--- src/include/fetch_defines.svh ---
// fetch front end parameters
// queue sizing and the address fetched first after reset

`ifndef FETCH_DEFINES_SVH
`define FETCH_DEFINES_SVH

// instruction queue entries, pointer width must cover the depth
`define FETCH_QUEUE_DEPTH 4
`define FETCH_QUEUE_AW 2

// first fetch address out of reset
`define FETCH_RESET_ADDR 32'h0000_0100

`endif

--- src/rtl/fetch_pkg.sv ---
// fetch front end types
// address, instruction and memory word index vectors shared by the fetch blocks

package fetch_pkg;

	// byte address of an instruction, always word aligned
	typedef logic [31:0] fetch_addr_t;

	// one instruction word as read from memory
	typedef logic [31:0] fetch_inst_t;

	// memory word index, the byte address without bits 1:0
	typedef logic [29:0] fetch_word_idx_t;

endpackage

--- src/rtl/fetch_pc_gen.sv ---
// fetch program counter and read request generator
// issues one instruction memory read per cycle while the queue has room
// and restarts at the target address on a redirect

`timescale 1ns/1ps
`include "fetch_defines.svh"

module fetch_pc_gen
(
	input  logic                      clk,
	input  logic                      rst_n_i,
	input  logic                      redirect_i,
	input  fetch_pkg::fetch_addr_t    redirect_addr_i,
	input  logic                      space_i,
	output logic                      imem_read_o,
	output fetch_pkg::fetch_word_idx_t imem_idx_o,
	output fetch_pkg::fetch_addr_t    req_addr_o
);
	import fetch_pkg::*;

	fetch_addr_t pc_ff;
	logic        run_ff;
	logic        issue;

	// held low through reset, so the first read lands in the first cycle after it
	// a redirect takes this cycle's slot, the target is read in the next one
	assign issue = run_ff && space_i && !redirect_i;

	assign imem_read_o = issue;
	assign imem_idx_o = pc_ff[31:2];
	assign req_addr_o = pc_ff;

	always_ff @(posedge clk)
	begin
		if (!rst_n_i)
		begin
			pc_ff <= `FETCH_RESET_ADDR;
			run_ff <= 1'b0;
		end
		else
		begin
			run_ff <= 1'b1;
			if (redirect_i)
			begin
				pc_ff <= redirect_addr_i;
			end
			else if (issue)
			begin
				// next sequential word
				pc_ff <= pc_ff + 32'd4;
			end
		end
	end

endmodule

--- src/rtl/fetch_response.sv ---
// fetch response stage
// pairs each returning memory word with the address that requested it
// and drops the word when a redirect has overtaken the read

`timescale 1ns/1ps

module fetch_response
(
	input  logic                   clk,
	input  logic                   rst_n_i,
	input  logic                   redirect_i,
	input  logic                   imem_read_i,
	input  fetch_pkg::fetch_addr_t req_addr_i,
	input  fetch_pkg::fetch_inst_t imem_data_i,
	output logic                   enq_o,
	output logic [63:0]            enq_value_o
);
	import fetch_pkg::*;

	logic        pending_ff;
	fetch_addr_t addr_ff;

	// one read in flight at most per cycle, memory answers in the next one
	// a redirect cancels whatever was issued before it
	always_ff @(posedge clk)
	begin
		if (!rst_n_i)
		begin
			pending_ff <= 1'b0;
		end
		else
		begin
			pending_ff <= imem_read_i && !redirect_i;
		end
	end

	// address of the outstanding read
	always_ff @(posedge clk)
	begin
		if (imem_read_i)
		begin
			addr_ff <= req_addr_i;
		end
	end

	// a redirect in the data cycle makes the word stale
	assign enq_o = pending_ff && !redirect_i;

	// queue entry, address on top and instruction below
	assign enq_value_o = {addr_ff, imem_data_i};

endmodule

--- src/rtl/sync_fifo.sv ---
// synchronous FIFO with flush
// can_enqueue_o looks one cycle ahead: it counts this cycle's enqueue and
// dequeue, so a producer with one cycle of latency never overruns the queue

`timescale 1ns/1ps

module sync_fifo
#(
	parameter int WIDTH = 64,
	parameter int NUM_ENTRIES = 2,
	parameter int ADDR_WIDTH = 1
)
(
	input  logic             clk,
	input  logic             rst_n_i,
	input  logic             flush_i,
	output logic             can_enqueue_o,
	input  logic             enqueue_i,
	input  logic [WIDTH-1:0] value_i,
	output logic             can_dequeue_o,
	input  logic             dequeue_i,
	output logic [WIDTH-1:0] value_o
);
	localparam logic [ADDR_WIDTH-1:0] LAST_IDX = ADDR_WIDTH'(NUM_ENTRIES - 1);
	localparam logic [ADDR_WIDTH:0] FULL_COUNT = (ADDR_WIDTH + 1)'(NUM_ENTRIES);

	logic [WIDTH-1:0]      fifo_data [NUM_ENTRIES];
	logic [ADDR_WIDTH-1:0] head_ff;
	logic [ADDR_WIDTH-1:0] head_nxt;
	logic [ADDR_WIDTH-1:0] tail_ff;
	logic [ADDR_WIDTH-1:0] tail_nxt;
	logic [ADDR_WIDTH:0]   count_ff;
	logic [ADDR_WIDTH:0]   count_nxt;

	assign value_o = fifo_data[head_ff];
	assign can_enqueue_o = count_nxt != FULL_COUNT;
	assign can_dequeue_o = count_ff != '0;

	always_comb
	begin
		head_nxt = head_ff;
		tail_nxt = tail_ff;
		count_nxt = count_ff;
		if (flush_i)
		begin
			head_nxt = '0;
			tail_nxt = '0;
			count_nxt = '0;
		end
		else
		begin
			// pointers wrap at the last entry, depth need not be a power of two
			if (enqueue_i)
			begin
				tail_nxt = (tail_ff == LAST_IDX) ? '0 : tail_ff + 1'b1;
			end
			if (dequeue_i)
			begin
				head_nxt = (head_ff == LAST_IDX) ? '0 : head_ff + 1'b1;
			end
			if (enqueue_i && !dequeue_i)
			begin
				count_nxt = count_ff + 1'b1;
			end
			else if (dequeue_i && !enqueue_i)
			begin
				count_nxt = count_ff - 1'b1;
			end
		end
	end

	always_ff @(posedge clk)
	begin
		if (!rst_n_i)
		begin
			head_ff <= '0;
			tail_ff <= '0;
			count_ff <= '0;
		end
		else
		begin
			head_ff <= head_nxt;
			tail_ff <= tail_nxt;
			count_ff <= count_nxt;
		end
	end

	// entry storage, a flush discards the write of the same cycle
	always_ff @(posedge clk)
	begin
		if (enqueue_i && !flush_i)
		begin
			fifo_data[tail_ff] <= value_i;
		end
	end

endmodule

--- src/rtl/fetch_unit.sv ---
// instruction fetch front end
// program counter, memory response pairing and the instruction queue
// feeding decode over a valid/ready handshake

`timescale 1ns/1ps
`include "fetch_defines.svh"

module fetch_unit
(
	input  logic                       clk,
	input  logic                       rst_n_i,
	input  logic                       redirect_i,
	input  fetch_pkg::fetch_addr_t     redirect_addr_i,
	output logic                       imem_read_o,
	output fetch_pkg::fetch_word_idx_t imem_idx_o,
	input  fetch_pkg::fetch_inst_t     imem_data_i,
	output logic                       inst_valid_o,
	output fetch_pkg::fetch_addr_t     inst_addr_o,
	output fetch_pkg::fetch_inst_t     inst_o,
	input  logic                       inst_ready_i
);
	import fetch_pkg::*;

	localparam int ENTRY_WIDTH = $bits(fetch_addr_t) + $bits(fetch_inst_t);

	fetch_addr_t            req_addr;
	logic                   space;
	logic                   enq;
	logic [ENTRY_WIDTH-1:0] enq_value;
	logic [ENTRY_WIDTH-1:0] head_value;
	logic                   deq;

	fetch_pc_gen pc_gen_inst (
		.clk             (clk),
		.rst_n_i         (rst_n_i),
		.redirect_i      (redirect_i),
		.redirect_addr_i (redirect_addr_i),
		.space_i         (space),
		.imem_read_o     (imem_read_o),
		.imem_idx_o      (imem_idx_o),
		.req_addr_o      (req_addr)
	);

	fetch_response response_inst (
		.clk         (clk),
		.rst_n_i     (rst_n_i),
		.redirect_i  (redirect_i),
		.imem_read_i (imem_read_o),
		.req_addr_i  (req_addr),
		.imem_data_i (imem_data_i),
		.enq_o       (enq),
		.enq_value_o (enq_value)
	);

	// a redirect empties the queue in the same edge that reloads the pc
	sync_fifo #(
		.WIDTH       (ENTRY_WIDTH),
		.NUM_ENTRIES (`FETCH_QUEUE_DEPTH),
		.ADDR_WIDTH  (`FETCH_QUEUE_AW)
	) queue_inst (
		.clk           (clk),
		.rst_n_i       (rst_n_i),
		.flush_i       (redirect_i),
		.can_enqueue_o (space),
		.enqueue_i     (enq),
		.value_i       (enq_value),
		.can_dequeue_o (inst_valid_o),
		.dequeue_i     (deq),
		.value_o       (head_value)
	);

	assign deq = inst_valid_o && inst_ready_i;
	assign inst_addr_o = head_value[ENTRY_WIDTH-1:$bits(fetch_inst_t)];
	assign inst_o = head_value[$bits(fetch_inst_t)-1:0];

endmodule

--- config.mk ---
export PLATFORM = sky130hd
export DESIGN_NAME = fetch_unit
export DESIGN_NICKNAME = d
export VERILOG_FILES = /design/src/rtl/fetch_pkg.sv /design/src/rtl/fetch_pc_gen.sv /design/src/rtl/fetch_response.sv /design/src/rtl/sync_fifo.sv /design/src/rtl/fetch_unit.sv
export VERILOG_INCLUDE_DIRS = /design/src /design/src/include
export SDC_FILE = /design/constraint.sdc
export NUM_CORES = 1
export LEC_CHECK = 0
export BUFFER_PORTS_ARGS = -buffer_cell sky130_fd_sc_hd__clkbuf_2
export CAP_MARGIN = 20
export CORE_MARGIN = 3
export CORE_UTILIZATION = 53
export DETAILED_ROUTE_END_ITERATION = 7
export PLACE_DENSITY = 0.73
export SYNTH_ARGS = -nofsm -noshare
export SYNTH_HDL_FRONTEND = slang
export SYNTH_SLANG_ARGS = --single-unit
--- constraint.sdc ---
create_clock -name clk -period 11.85 [get_ports clk]
set_input_delay 1.185 -clock clk [delete_from_list [all_inputs] [get_ports clk]]
set_output_delay 1.185 -clock clk [all_outputs]
set_load 0.02 [all_outputs]
==> results.txt <==
Yosys Warn Count: 0
WP data required: 10670 ps
syn nets: 797
Yosys top cell area share: 0.669
Synth cell types: 52
FFs w/ async S/R, synth: 0
Post-CTS Setup Bufs: 0
setup TNS: 0 ps
RSZ-0062 raised after global routing: false
Hold Startpoint: pc_gen_inst.req_addr_o[1]
number of I/O pins: 164
critical path's slowest cell: dfxtp_1
Relative slew margins: 0.331
Port Buf Inserts: 163
critical path fanouts, max: 46
n_diodes: 0
synthesized flop and latch total: 331
# rows: 56
TritonCTS buffer count: 34
cell chain of the critical path: inv_1, ha_1, nor2b_4, inv_2, nand2_2, and4b_1, o31a_1, buf_4, nor3_2, buf_4, clkbuf_2
Worst R2R Start: queue_inst.count_ff[0]
global-route wire length before repair: 39200 um
Max-cap violations: 0
Post-Place Cell Area: 0.0138 mm2
reg2reg end: response_inst.addr_ff[20]
Die Span X: 162 um
CP most frequent cell: buf_4
Starting Density: 0.544
1st-iter DRT viols: 550
worst hold path type: flop to flop
EDFF count, synth: 288
Fmax: 228 MHz
pwr dens: 164 mW/mm2
Vert. Die Dim: 162 um
DR vias: 6937
Total Wirelength: 24800 um
CTS tree: built
clock root buffer: clkbuf_16
die area: 0.0263 mm2
Nets: 934
Synth area leader: edfxtp_1
# setup viols final: 0
drt via density: 5.78
share of layout cells above drive strength 1: 0.335
min setup slack post-route: 7460 ps
Critical Path Sink Type: primary output
synthesized instance count: 720
vias in the first global route: 7083
Worst EP arrival: 3210 ps
CTS clock-pin slew for the worst setup and hold paths: 60 ps
Pre-antenna DRT Iters: 5
Post-CTS Hold Fix Bufs: 0
largest net degree at the start of global routing: 65
worst setup path class: flop to primary output
Slew @ Worst Pin: 1000 ps
final hold viol count: 0
H-tree Lvls: 2
area occupied by multi-input gates: 0.00302 mm2
clock buffer depth: 3
WP buf/inv: 5
DRC violations left: 0
global placement routability congestion: 0.826
Synth-to-Final Area Change: 15.4%
Synth Area per Inst: 18.0 um2
status: complete, no violations
Clock Sinks: 331
initial antenna violation count: 0
slack of the worst reg-to-reg path: 9030 ps
hold worst-path end: response_inst.addr_ff[1]
Detailed Place HPWL: 14900 um
Top FF cell, synth: edfxtp_1
synth cell count leaders: edfxtp_1, mux4_2, dfxtp_1
Crit path max-delay family: buffers and inverters
Layout Skew: 14.2 ps
CP peak stage delay: 450 ps
P_leak: 5.01 nW
fill count: 1650
clock latency on the worst-skew pair: 500 ps
most frequent cell after synthesis: edfxtp_1
FF-to-FF path depth: 10
wire per inst: 20.7 um
ranking of synthesized cells by area: edfxtp_1, mux4_2, dfxtp_1
# resized after CTS: 0
Tcrit/Tclk final: 0.371
worst hold path stage count: 0
ANT nets after route: 0
final instance area: 0.0149 mm2
area occupied by registers: 0.00952 mm2
Seq/Total Area, Yosys: 0.736
worst IR drop on VDD: 96.4 uV
hold_ws: 454 ps
CP Launch Type: flop
Slew Viols, Final: 0
minimum clock period: 4390 ps
Mapped Area: 0.0129 mm2
grt ovf: 0
GRT Util Overall: 0.191
area of the core region: 0.0238 mm2
dpl ws: 7500 ps
[power breakdown]
part,internal (mW),total (mW),switching [mW]
sequential,1.29,1.31,0.0245
combinational,0.0389,0.102,0.0627
clock,0.629,1.04,0.410
total,1.95,2.45,0.497
[through the flow]
| stage | cells | total power [mW] | utilization |
|---|---|---|---|
| 3_3_place_gp | 1140 | 1.43 | 0.582 |
| 2_1_floorplan | 720 | 1.40 | - |
| 5_1_grt | 1200 | 2.53 | 0.628 |
| 4_1_cts | 1200 | 2.48 | 0.628 |
| 3_5_place_dp | 1140 | 1.44 | 0.582 |
| 6_report | 1200 | 2.45 | 0.628 |
[cell usage in the layout (no fill, tap or decap), types with 4 or more instances in the layout]
cell         n
clkbuf_16   37
a311oi_1     4
clkinv_2     5
clkinv_1     5
or4_1        8
mux4_2      64
o31ai_1      7
and2_4       4
ha_1         9
nand2b_1     5
and4_1       4
nand4_1      9
or3_1       12
o21ai_0     35
a31oi_1     15
a211oi_1     7
dfxtp_1     41
and3_1       7
inv_1        7
nor3_1      14
mux2i_1      4
edfxtp_1   288
clkbuf_1     7
clkbuf_2   163
buf_4        4
nor2b_1      4
nor2_1      16
nand3_1     15
nand2_1     28
nor4_1       6
[worst max-delay path by stage]
| stage | slack (ps) | end | start | depth (start not counted) |
|---|---|---|---|---|
| 3_5_place_dp | 7500 | imem_read_o | inst_ready_i | 9 |
| 4_1_cts | 7430 | imem_read_o | queue_inst.count_ff[0] | 11 |
| 5_1_grt | 7230 | imem_read_o | queue_inst.count_ff[0] | 11 |
| 3_3_place_gp | 7550 | imem_read_o | inst_ready_i | 9 |
| 6_report | 7460 | imem_read_o | queue_inst.count_ff[0] | 11 |
| 2_1_floorplan | 5930 | imem_read_o | inst_ready_i | 7 |
[flip-flops by register name (all words and copies together) (netlist names), named ones only]
| signal | flops |
|---|---|
| response_inst.pending_ff | 1 |
| pc_gen_inst.run_ff | 1 |
| queue_inst.tail_ff | 2 |
| queue_inst.count_ff | 3 |
| queue_inst.fifo_data | 256 |
| queue_inst.head_ff | 2 |
| pc_gen_inst.req_addr_o | 32 |
| response_inst.addr_ff | 32 |
[cell type report]
| cell class | count | area share |
|---|---|---|
| Timing Repair Buffer | 167 | 0.0567 |
| Clock inverter | 13 | 0.00755 |
| Tap cell | 319 | 0.0268 |
| Inverter | 9 | 0.00226 |
| Clock buffer | 47 | 0.0666 |
| Multi-Input combinational cell | 314 | 0.202 |
| Sequential cell | 331 | 0.638 |
[logic make-up (layout without fill, tap and decap cells)]
| group | count (synthesis) | after routing | share of synthesized area |
|---|---|---|---|
| AOI/OAI and AO/OA | 86 | 86 | 0.0429 |
| xor gates and xnor gates | 2 | 2 | 0.00136 |
| adders and majority gates | 9 | 9 | 0.00871 |
| buffers and inverters | 75 | 236 | 0.0320 |
| DFF | 331 | 331 | 0.736 |
| muxes | 69 | 69 | 0.115 |
| and+or+nand+nor | 148 | 148 | 0.0640 |
[worst register-to-register path: stages, from the launching register on]
cell and delay, ps:
dfxtp_1 450, inv_1 100, ha_1 220, nor2b_4 140, inv_2 100, nand2_2 100, and4b_1 230, o31a_1 240
buf_4 260, nor3_2 150, buf_4 440
[layer usage]
layer | global-route usage | routed length (um) | part of all wire | up-vias
met5 | 0 | 0 | 0 | -
met4 | 0.0500 | 438 | 0.018 | 0
met3 | 0.0360 | 1840 | 0.074 | 36
met2 | 0.303 | 11800 | 0.47 | 280
met1 | 0.277 | 10800 | 0.43 | 3461
li1 | - | - | - | 3160
No activity file was read; power rests on OpenSTA's default activity.
